--- src/verilog/cu_pkg.sv ---
// widths, micro-state numbering, next-address and status enums, control-word bit map
package cu_pkg;

	// --------------------
	// widths and data types
	// --------------------
	localparam int state_w = 7;                 // micro-state width
	localparam int instr_w = 32;                // instruction register
	localparam int flags_w = 4;                 // nzcv only
	localparam int alu_op_w = 4;                // dp opcode, instr[24:21]
	localparam int ctrl_w = 7;                  // registered control word

	typedef logic [state_w-1:0] state_t;        // micro-state number
	typedef logic [instr_w-1:0] instr_t;        // ir value
	typedef logic [flags_w-1:0] flags_t;        // {n, z, c, v}
	typedef logic [alu_op_w-1:0] alu_op_t;      // and .. mvn
	typedef logic [ctrl_w-1:0] ctrl_t;          // see bit map below

	// --------------------
	// next-address codes
	// --------------------
	// the conditional codes test the selected status after inversion
	typedef enum logic [2:0] {
		ns_dispatch           = 3'b000,         // decoder output
		ns_zero               = 3'b001,         // back to state 0
		ns_jump               = 3'b010,         // microword jump address
		ns_incr               = 3'b011,         // state + 1
		ns_jump_else_dispatch = 3'b100,         // sts ? jump : dispatch
		ns_jump_else_incr     = 3'b101,         // sts ? jump : state + 1
		ns_dispatch_else_incr = 3'b110,         // sts ? dispatch : state + 1
		ns_zero_b             = 3'b111          // second encoding of zero
	} next_sel_e;

	// status sources for the conditional codes
	typedef enum logic [1:0] {
		cs_mfc       = 2'b00,                   // memory function complete
		cs_cond_pass = 2'b01,                   // condition evaluator
		cs_none      = 2'b10                    // constant zero
	} cond_sel_e;

	// --------------------
	// micro-state numbering
	// --------------------
	localparam state_t st_reset = 7'd0;         // entered from reset only
	localparam state_t st_addr = 7'd1;          // fetch start, refetch target
	localparam state_t st_pc_inc = 7'd2;        // pc update
	localparam state_t st_mem_wait = 7'd3;      // wait for mfc
	localparam state_t st_decode = 7'd4;        // ir load, cond check, dispatch
	localparam state_t st_dp_first = 7'd5;      // and immediate
	localparam state_t st_last = 7'd36;         // mvn register

	// --------------------
	// control-word bit map
	// --------------------
	localparam int ctrl_mfa = 0;                // memory function active
	localparam int ctrl_ir_load = 1;            // latch instruction
	localparam int ctrl_pc_write = 2;           // pc <= pc + 4
	localparam int ctrl_imm_sel = 3;            // alu operand b from immediate
	localparam int ctrl_rf_write = 4;           // write back rd
	localparam int ctrl_flags_write = 5;        // nzcv update, compares only
	localparam int ctrl_alu_en = 6;             // alu opcode valid this word

	// --------------------
	// dp encodings
	// --------------------
	localparam logic [2:0] dp_form_imm = 3'b001;    // instr[27:25], 32-bit immediate
	localparam logic [2:0] dp_form_reg = 3'b000;    // instr[27:25], immediate shift

endpackage

--- src/verilog/microword_if.sv ---
// next-address fields of the microword, rom to sequencer
`timescale 1ns/1ps

interface microword_if;
	import cu_pkg::*;

	next_sel_e next_sel;    // next-address code
	logic inv;              // invert selected status
	cond_sel_e cond_sel;    // status source
	state_t jump;           // jump address

	// rom side, table lookup
	modport rom (
		output next_sel,
		output inv,
		output cond_sel,
		output jump
	);

	// sequencer side
	modport seq (
		input next_sel,
		input inv,
		input cond_sel,
		input jump
	);

endinterface

--- src/verilog/cond_eval.sv ---
// condition-code evaluator over nzcv
`timescale 1ns/1ps

module cond_eval (
	input cu_pkg::instr_t instr,
	input cu_pkg::flags_t flags,
	output logic cond_pass
);

	logic n;
	logic z;
	logic c;
	logic v;

	assign n = flags[3];    // msb
	assign z = flags[2];
	assign c = flags[1];
	assign v = flags[0];

	always_comb begin
		case (instr[31:28])
			4'b0000: cond_pass = z;                     // eq
			4'b0001: cond_pass = !z;                    // ne
			4'b0010: cond_pass = c;                     // cs
			4'b0011: cond_pass = !c;                    // cc
			4'b0100: cond_pass = n;                     // mi
			4'b0101: cond_pass = !n;                    // pl
			4'b0110: cond_pass = v;                     // vs
			4'b0111: cond_pass = !v;                    // vc
			4'b1000: cond_pass = c && !z;               // hi
			4'b1001: cond_pass = !c || z;               // ls
			4'b1010: cond_pass = (n == v);              // ge
			4'b1011: cond_pass = (n != v);              // lt
			4'b1100: cond_pass = !z && (n == v);        // gt
			4'b1101: cond_pass = z || (n != v);         // le
			4'b1110: cond_pass = 1'b1;                  // al
			default: cond_pass = 1'b0;                  // nv, never
		endcase
	end

endmodule

--- src/verilog/instr_decoder.sv ---
// dispatch decoder, instruction to data-processing micro-state
`timescale 1ns/1ps

module instr_decoder (
	input cu_pkg::instr_t instr,
	output cu_pkg::state_t dispatch
);
	import cu_pkg::*;

	logic [2:0] form;       // instr[27:25]
	alu_op_t op;            // instr[24:21]
	logic misc;             // misc space, status moves etc
	logic is_imm;
	logic is_reg;
	state_t dp_base;        // st_dp_first + 2 * op

	assign form = instr[27:25];
	assign op = instr[24:21];

	// bits 24:23 = 10 with s clear are tst..cmn without flags, not dp
	assign misc = (instr[24:23] == 2'b10) && !instr[20];

	assign is_imm = (form == dp_form_imm) && !misc;
	// register shift (bit 4 set) is not supported here
	assign is_reg = (form == dp_form_reg) && !instr[4] && !misc;

	assign dp_base = st_dp_first + state_t'({op, 1'b0});

	always_comb begin
		if (is_imm) begin
			dispatch = dp_base;                     // odd states
		end else if (is_reg) begin
			dispatch = dp_base + state_t'(1);       // even states
		end else begin
			// ld/st, branch, multiples, misc, undefined
			dispatch = st_addr;                     // refetch
		end
	end

endmodule

--- src/verilog/micro_rom.sv ---
// microcode table, next-address fields and registered control word
`timescale 1ns/1ps

module micro_rom #(
	parameter cu_pkg::state_t last_state = cu_pkg::st_last
) (
	input logic clk,
	input logic arst_n,
	input cu_pkg::state_t state,
	microword_if.rom mw,
	output cu_pkg::ctrl_t ctrl
);
	import cu_pkg::*;

	ctrl_t ctrl_next;       // word of the current state
	state_t dp_offset;      // state - st_dp_first
	alu_op_t dp_op;         // opcode behind a dp state
	logic is_dp;

	assign dp_offset = state - st_dp_first;
	assign dp_op = dp_offset[4:1];
	assign is_dp = (state >= st_dp_first) && (state <= last_state);

	// --------------------
	// table lookup
	// --------------------
	always_comb begin
		// st_addr entry, also used by st_reset and unused addresses
		mw.next_sel = ns_incr;
		mw.inv = 1'b0;
		mw.cond_sel = cs_none;
		mw.jump = st_addr;
		ctrl_next = '0;

		if (is_dp) begin
			// one cycle per opcode, then refetch
			mw.next_sel = ns_jump;
			mw.jump = st_addr;
			ctrl_next[ctrl_alu_en] = 1'b1;
			ctrl_next[ctrl_imm_sel] = state[0];                 // odd = immediate
			ctrl_next[ctrl_rf_write] = (dp_op[3:2] != 2'b10);   // tst teq cmp cmn
			ctrl_next[ctrl_flags_write] = (dp_op[3:2] == 2'b10);
		end else begin
			case (state)
				st_pc_inc: begin
					ctrl_next[ctrl_pc_write] = 1'b1;
				end
				st_mem_wait: begin
					// loop on ~mfc
					mw.next_sel = ns_jump_else_incr;
					mw.cond_sel = cs_mfc;
					mw.inv = 1'b1;
					mw.jump = st_mem_wait;
					ctrl_next[ctrl_mfa] = 1'b1;
				end
				st_decode: begin
					// failed condition goes back to fetch
					mw.next_sel = ns_jump_else_dispatch;
					mw.cond_sel = cs_cond_pass;
					mw.inv = 1'b1;
					mw.jump = st_addr;
					ctrl_next[ctrl_ir_load] = 1'b1;
				end
				default: begin
					// st_reset, st_addr, unused: plain increment
					ctrl_next = '0;
				end
			endcase
		end
	end

	// --------------------
	// control-word register
	// --------------------
	always_ff @(posedge clk or negedge arst_n) begin
		if (!arst_n) begin
			ctrl <= '0;         // all controls idle
		end else begin
			ctrl <= ctrl_next;  // one cycle behind state
		end
	end

	// a memory access never overlaps a register write
	a_no_mfa_with_rf_write: assert property (@(posedge clk) disable iff (!arst_n)
		!(ctrl[ctrl_mfa] && ctrl[ctrl_rf_write]));

endmodule

--- src/verilog/microsequencer.sv ---
// micro-state register, incrementer, status mux and next-address select
`timescale 1ns/1ps

module microsequencer #(
	parameter cu_pkg::state_t last_state = cu_pkg::st_last
) (
	input logic clk,
	input logic arst_n,
	microword_if.seq mw,
	input cu_pkg::state_t dispatch,
	input logic cond_pass,
	input logic mfc,
	output cu_pkg::state_t state
);
	import cu_pkg::*;

	logic sts_raw;          // selected status
	logic sts;              // after inversion
	state_t state_inc;      // incrementer
	state_t state_next;

	assign state_inc = state + state_t'(1);

	// --------------------
	// status source
	// --------------------
	always_comb begin
		case (mw.cond_sel)
			cs_mfc: sts_raw = mfc;
			cs_cond_pass: sts_raw = cond_pass;
			default: sts_raw = 1'b0;        // cs_none, unused code
		endcase
	end

	assign sts = sts_raw ^ mw.inv;

	// --------------------
	// next-address select
	// --------------------
	always_comb begin
		case (mw.next_sel)
			ns_dispatch: state_next = dispatch;
			ns_zero: state_next = st_reset;
			ns_jump: state_next = mw.jump;
			ns_incr: state_next = state_inc;
			ns_jump_else_dispatch: state_next = sts ? mw.jump : dispatch;
			ns_jump_else_incr: state_next = sts ? mw.jump : state_inc;
			ns_dispatch_else_incr: state_next = sts ? dispatch : state_inc;
			default: state_next = st_reset;         // ns_zero_b
		endcase
	end

	always_ff @(posedge clk or negedge arst_n) begin
		if (!arst_n) begin
			state <= st_reset;
		end else begin
			state <= state_next;
		end
	end

	// rom table and decoder together keep the state inside the microprogram
	a_state_in_range: assert property (@(posedge clk) disable iff (!arst_n)
		state <= last_state);

endmodule

--- src/verilog/control_unit.sv ---
// control unit top, sequencer, rom, decoder, condition check, control outputs
`timescale 1ns/1ps

module control_unit #(
	parameter cu_pkg::state_t last_state = cu_pkg::st_last
) (
	input logic clk,
	input logic arst_n,
	input cu_pkg::instr_t instr,
	input cu_pkg::flags_t flags,
	input logic mfc,
	output logic mfa,
	output logic ir_load,
	output logic pc_write,
	output cu_pkg::alu_op_t alu_op,
	output logic imm_sel,
	output logic rf_write,
	output logic flags_write
);
	import cu_pkg::*;

	state_t state;          // current micro-state
	state_t dispatch;       // decoder target
	ctrl_t ctrl;            // registered control word
	logic cond_pass;
	alu_op_t alu_op_q;      // opcode sampled with ctrl

	microword_if mw ();

	microsequencer #(.last_state(last_state)) microsequencer_inst (
		.clk(clk),
		.arst_n(arst_n),
		.mw(mw.seq),
		.dispatch(dispatch),
		.cond_pass(cond_pass),
		.mfc(mfc),
		.state(state)
	);

	micro_rom #(.last_state(last_state)) micro_rom_inst (
		.clk(clk),
		.arst_n(arst_n),
		.state(state),
		.mw(mw.rom),
		.ctrl(ctrl)
	);

	instr_decoder instr_decoder_inst (.instr(instr), .dispatch(dispatch));

	cond_eval cond_eval_inst (.instr(instr), .flags(flags), .cond_pass(cond_pass));

	// same edge as the ctrl register, so the opcode matches its dp word
	always_ff @(posedge clk or negedge arst_n) begin
		if (!arst_n) begin
			alu_op_q <= '0;
		end else begin
			alu_op_q <= instr[24:21];
		end
	end

	// --------------------
	// control outputs
	// --------------------
	assign mfa = ctrl[ctrl_mfa];
	assign ir_load = ctrl[ctrl_ir_load];
	assign pc_write = ctrl[ctrl_pc_write];
	assign imm_sel = ctrl[ctrl_imm_sel];
	assign rf_write = ctrl[ctrl_rf_write];
	assign flags_write = ctrl[ctrl_flags_write];
	assign alu_op = ctrl[ctrl_alu_en] ? alu_op_q : '0;     // zero outside dp words

endmodule

--- config.mk ---
export PLATFORM = sky130hd
export DESIGN_NAME = control_unit
export DESIGN_NICKNAME = d
export VERILOG_FILES = /design/src/verilog/cu_pkg.sv /design/src/verilog/microword_if.sv /design/src/verilog/cond_eval.sv /design/src/verilog/instr_decoder.sv /design/src/verilog/micro_rom.sv /design/src/verilog/microsequencer.sv /design/src/verilog/control_unit.sv
export SDC_FILE = /design/constraint.sdc
export NUM_CORES = 1
export LEC_CHECK = 0
export BUFFER_PORTS_ARGS = -buffer_cell sky130_fd_sc_hd__buf_2
export CORE_MARGIN = 1.5
export CORE_UTILIZATION = 26
export DETAILED_ROUTE_END_ITERATION = 16
export GPL_ROUTABILITY_DRIVEN = 0
export RECOVER_POWER = 50
export SLEW_MARGIN = 5
export SYNTH_ARGS = -nofsm -noshare
export SYNTH_HDL_FRONTEND = slang
export SYNTH_HIERARCHICAL = 1
export SYNTH_SLANG_ARGS = --single-unit
--- constraint.sdc ---
create_clock -name clk -period 2.2 [get_ports clk]
set_clock_uncertainty 0.1 [all_clocks]
set_input_delay 0.33 -clock clk [delete_from_list [all_inputs] [get_ports clk]]
set_output_delay 0.33 -clock clk [all_outputs]
set_load 0.03 [all_outputs]
==> results of run 1 <==
## timing repair
action | 4_1_cts | 5_1_grt
gates resized for setup | 8 | 22
hold buffers | 1 | 0
hold endpoints to repair | 18 | 0
pin swaps | 10 | 2
buffers inserted | 1 | 0
setup endpoints to repair | 7 | 7
## sequential cells by signal, indices dropped and copies added (netlist names)
name,flops
micro_rom_inst/ctrl,7
alu_op_q,4
microsequencer_inst/state,7
## layout make-up
class / count / area, µm² / share of cell area (%)
sequential: 18 / 450 / 17.9
inverter: 7 / 27.5 / 1.09
multi-input combinational: 173 / 1320 / 52.5
tap: 80 / 100 / 3.97
clock buffer: 4 / 55.1 / 2.18
timing repair buffer: 81 / 566 / 22.4
## power by group through the flow
stage / combinational (mW) / clock (mW) / sequential [mW]
after floorplan: 0.981 / 0 / 0.636
after global placement: 1.78 / 0 / 0.505
after detailed placement: 1.79 / 0 / 0.505
after CTS: 1.82 / 0.288 / 0.500
after global routing: 2.10 / 0.303 / 0.513
final: 1.92 / 0.282 / 0.500
## worst max path at each step
stage,slack [ns],end
2_1_floorplan,-0.32,microsequencer_inst/state[2]
3_3_place_gp,-0.42,microsequencer_inst/state[2]
3_5_place_dp,-0.47,microsequencer_inst/state[2]
4_1_cts,-0.07,microsequencer_inst/state[2]
5_1_grt,-0.17,microsequencer_inst/state[2]
6_report,-0.08,microsequencer_inst/state[2]
## per-stage QoR
step / cells / power [mW] / setup WS (ns) / hold WS (ns) / instance area, µm²
final: 363 / 2.70 / -0.0799 / 0.131 / 2520
after global routing: 363 / 2.91 / -0.174 / 0.138 / 2520
after CTS: 363 / 2.61 / -0.0726 / 0.115 / 2450
after detailed placement: 357 / 2.29 / -0.471 / 0.190 / 2350
after global placement: 357 / 2.29 / -0.421 / 0.195 / 2350
after floorplan: 216 / 1.62 / -0.322 / -0.0656 / 1850
## placed cells by master, fill, tap and decap left out, drive strengths merged, types with 2 or more instances in the layout
cell,n
and3,4
nor3b,5
inv,5
and3b,2
nand2b,9
ha,4
nand3,8
a211o,2
buf,75
mux2i,5
a22o,2
a311oi,2
a32oi,5
clkbuf,9
o21bai,2
a22oi,2
nand2,18
nor2,17
nand3b,2
nor2b,4
and2,6
o21ai,2
o22ai,2
o211ai,7
nor3,7
o221ai,2
a2bb2oi,3
nor4b,2
clkinv,2
a21o,2
a21oi,12
o22a,2
xor2,5
dfrtp,18
mux2,4
conb,6
xnor2,6
nand4,3
## synth_stat cells (all sizes together), types with 6 or more instances
master  number
dfrtp       18
o211ai       7
nand3        8
xnor2        6
nand2       18
nand2b       9
nor2        17
and2         6
a21oi       12
buf         13
nor3         7
## worst max-delay path: cells and delay by family
| kind | cells | cell delay, ns |
|---|---|---|
| AO/OA/AOI/OAI | 4 | 0.93 |
| XOR/XNOR | 1 | 0.18 |
| AND/OR/NAND/NOR | 3 | 0.36 |
| multiplexers | 1 | 0.29 |
| buffers and inverters | 2 | 0.25 |
## logic make-up after synthesis
group | after synthesis | share of synthesized area [%]
buf+inv | 25 | 7.90
compound gates | 50 | 21.2
other cells | 2 | 0.416
fa+ha+maj | 4 | 2.77
xor+xnor | 11 | 5.75
simple gates | 93 | 31.1
mux | 9 | 5.89
flops | 18 | 24.9
## metal layers
layer,GRT usage [%],wire (µm),vias up
met1,15.8,2060,839
met4,4.99,63,0
met5,0,0,-
met2,23.0,2350,39
li1,-,-,912
met3,1.14,157,4
==> results.ini, run 1 <==
[outcome]
status = finished with violations
violations = negative setup slack

[yosys]
synthArstFlopShare_pct = 100
synth_top_area_share_pct = 24.9
ys_types = 62
ys_seq_elements = 18
synth_flop_cell = dfrtp_1
synth.area.top_cells = dfrtp_1, buf_4, a21oi_1
yosys_warnings = 6
synth_edf_count = 0
synth_largest_area_cell = dfrtp_1
postSynthCellCount = 212
syn_area_per_cell_um2 = 8.52
netlist_area_mm2 = 0.00181
ys_seq_area_share_pct = 24.9

[timing]
worst_pin_slew_ns = 0.998
fmax_ghz = 0.439
setup_viol = 5
post-route-period-util_pct = 104
slew_headroom_pct = 33.4
rsz0062_at_grt = true
fin_ws_ns = -0.0799
finalCriticalPeriod_ns = 2.28
hold_violations = 0
tns_ns = -0.291
slew_viol_final = 0

[critical_path]
crit_required_ns = 2.25
crit_arrival_ns = 2.33
r2r_start = microsequencer_inst/state[4]
slowest_stage = a211o_1
reg2reg_depth = 11
cpMostUsedCell = a211o_1
crit_path_end_kind = flip-flop
cp_cell_sequence = buf_6, xnor2_4, o22ai_1, a211o_1, a211o_1, mux2_4, nand4_1, buf_4, nand3_2, nor4bb_2, a311o_1
reg2reg_to = microsequencer_inst/state[0]
worstPathMaxFanout = 4
worstSetupStartpointType = input pin
worstSetupPathType = in2reg
max_stage_delay_ns = 0.31
worstSetupStartpoint = flags[0]
worst-r2r-setup-slack_ns = -0.01

[floorplan]
ios = 49
initial_core_util_pct = 26.7
die_w_um = 86.3
num_rows = 30
die-area_mm2 = 0.00745
die_y_um = 86.3
coreArea_mm2 = 0.00676

[grt]
grt_pass1_vias = 1747
grt_pass1_wl_mm = 7.73
grt_usage_pct = 12.8
grt_overflow = 0
grt_max_degree = 19
antenna_found_initial = 0

[pwr]
pwr-share-clk_pct = 10.4
power.density_mw_per_mm2 = 1070
swShare_pct = 42.5
p_leak_nw = 1.13
combPwrFrac_pct = 71.1
peakVddDrop_uv = 292
power.switching_mw = 1.15
p_int_mw = 1.55
seqPwrFrac_pct = 18.5

[clock_tree]
cts.sinks = 18
clock_latency_ns = 0.26
clockBufferDepth = 2
cts_max_level = 1
clk_pin_slew_ns = 0.07
cts_buffers = 3
cts_root_buffer = clkbuf_8
cts_tree = done

[cells_and_area]
fillers = 683
syn_to_final_growth_pct = 39.6
final_net_count = 327
final_core_util_pct = 37.3
n_antenna_cell = 0
drive_gt1_share_pct = 42.0

[worst_hold_path]
hold_depth = 1
min-delay-start = instr[22]
min_path_type = in2reg
hold_end = alu_op_q[1]

[drt]
route.detailed.drc = 0
wl_per_cell_um = 12.7
vias_per_cell = 4.94
drt_iter0_drc = 106
first_pass_iters = 4
ant_nets = 0
wl_mm = 4.62
vias = 1794

[placement]
dp_hpwl_mm = 3.58
io_buffers = 29

[job]
max_cap_violations = 0

Power figures use the tool's default switching activity.
==> run 2: changes to the inputs <==
--- a/config.mk
+++ b/config.mk
@@ -10,7 +10,9 @@
 export CORE_UTILIZATION = 26
 export DETAILED_ROUTE_END_ITERATION = 16
 export GPL_ROUTABILITY_DRIVEN = 0
+export HOLD_SLACK_MARGIN = 0.1
 export RECOVER_POWER = 50
+export SKIP_CTS_REPAIR_TIMING = 1
 export SLEW_MARGIN = 5
 export SYNTH_ARGS = -nofsm -noshare
 export SYNTH_HDL_FRONTEND = slang
==> results.ini, run 2 (same netlist as run 1, synthesis figures left out) <==
[timing]
worst_pin_slew_ns = 0.991
slew_viol_final = 0
finalCriticalPeriod_ns = 2.29
setup_viol = 5
slew_headroom_pct = 33.9
rsz0062_at_grt = true
fin_ws_ns = -0.0877
tns_ns = -0.300
hold_violations = 0
post-route-period-util_pct = 104
holdWs_ns = 0.133
fmax_ghz = 0.437

[cells_and_area]
final_core_util_pct = 36.7
n_antenna_cell = 0
drive_gt1_share_pct = 40.4
reg_top3 = micro_rom_inst/ctrl (7), microsequencer_inst/state (7), alu_op_q (4)
final_net_count = 326
final_cell_mix = buf_4, buf_2, dfrtp_1
syn_to_final_growth_pct = 37.4
finalNonFillerCells = 362
layout_commonest_cell = buf_4

[grt]
met3_usage_pct = 1.14
antenna_found_initial = 0
grt_max_degree = 19
grtUsageMet1_pct = 15.9
grt_pass1_wl_mm = 7.69
grt.busiest_layer = met2
met2_usage_pct = 22.6
grt_overflow = 0
grt_pass1_vias = 1723
grt_usage_pct = 12.7

[clock_tree]
clock_latency_ns = 0.26
clockBufferDepth = 2
cts_buffers = 3
clk_pin_slew_ns = 0.07
cts_root_buffer = clkbuf_8
cts_tree = done
cts_max_level = 1
cts.sinks = 18

[critical_path]
worstSetupStartpointType = input pin
max_stage_delay_ns = 0.31
worstPathMaxFanout = 4
cpMostUsedCell = a211o_1
crit_required_ns = 2.25
slowest_stage = a311o_1
crit_arrival_ns = 2.34
cp_cell_sequence = buf_4, xnor2_4, o22ai_1, a211o_1, a211o_1, mux2i_1, o21ai_1, and2_4, mux2_4, a311o_1
crit_path_end_kind = flip-flop
worstSetupPathType = in2reg

[floorplan]
die_y_um = 86.3
die_w_um = 86.3
ios = 49
coreArea_mm2 = 0.00676
initial_core_util_pct = 26.7
die-area_mm2 = 0.00745
num_rows = 30

[placement]
dp_cells = 357
io_buffers = 29
dp_hpwl_mm = 3.58

[job]
max_cap_violations = 0

[drt]
drt_iter0_drc = 120
wl_per_cell_um = 12.5
vias = 1778
wl_mm = 4.53
ant_nets = 0
first_pass_iters = 5
route.detailed.drc = 0
vias_per_cell = 4.91

[outcome]
violations = negative setup slack
status = finished with violations

[pwr]
p_leak_nw = 1.11
power.total_mw = 2.66
power.density_mw_per_mm2 = 1070
peakVddDrop_uv = 295

[worst_hold_path]
min_path_type = in2reg

-- run 2: cell count changes in the layout (fill, tap and decap cells not counted) --
cell and delta:
buf_2 +1, a21oi_1 +1, o21ai_1 +1, nand2b_2 -1
clkbuf_4 +1, nand2b_1 +1, a311oi_2 -1, buf_8 -1
buf_6 -2, o21ai_2 -1, a311oi_1 +1, a21oi_2 -1
-- run 2: metrics by stage --
| step | instance area (µm²) | worst slack, ns |
|---|---|---|
| after floorplan | 1850 | -0.322 |
| after global placement | 2350 | -0.421 |
| after detailed placement | 2350 | -0.471 |
| after CTS | 2400 | -0.193 |
| after global routing | 2480 | -0.183 |
| final | 2480 | -0.0877 |
-- run 2: worst paths after layout --
| path | start | to | slack [ns] | depth (start not counted) |
|---|---|---|---|---|
| setup / recovery | flags[0] | microsequencer_inst/state[2] | -0.09 | 10 |
| max in group asynchronous | arst_n | alu_op_q[1] | 0.75 | 2 |
| setup reg to reg | microsequencer_inst/state[4] | microsequencer_inst/state[6] | -0.05 | 9 |
| hold / removal | instr[22] | alu_op_q[1] | 0.13 | 1 |
| min in group asynchronous | arst_n | micro_rom_inst/ctrl[4] | 0.64 | 2 |
| hold reg to reg | microsequencer_inst/state[0] | micro_rom_inst/ctrl[2] | 0.51 | 2 |
-- run 2: critical path: cells and delay by family --
kind,cells,cell delay (ns)
muxes,2,0.48
xor gates and xnor gates,1,0.18
AOI/OAI and AO/OA,5,1.04
buffers and inverters,1,0.13
and+or+nand+nor,1,0.17
-- run 2: power breakdown --
| part | total (mW) | internal [mW] | switching (mW) |
|---|---|---|---|
| clock network | 0.281 | 0.159 | 0.121 |
| registers | 0.500 | 0.441 | 0.0594 |
| logic | 1.87 | 0.930 | 0.944 |
-- run 2: layout make-up --
type	count	area (µm²)
clock buffers	4	55.1
inverters	7	27.5
multi-input cells	173	1310
flip-flops and latches	18	450
fillers	685	4280
repair buffers	80	541
well taps	80	100
-- run 2: layer usage --
metal	up-vias	wire [µm]
li1	907	-
met4	0	62
met5	-	0
met1	831	2060
met2	36	2270
met3	4	137
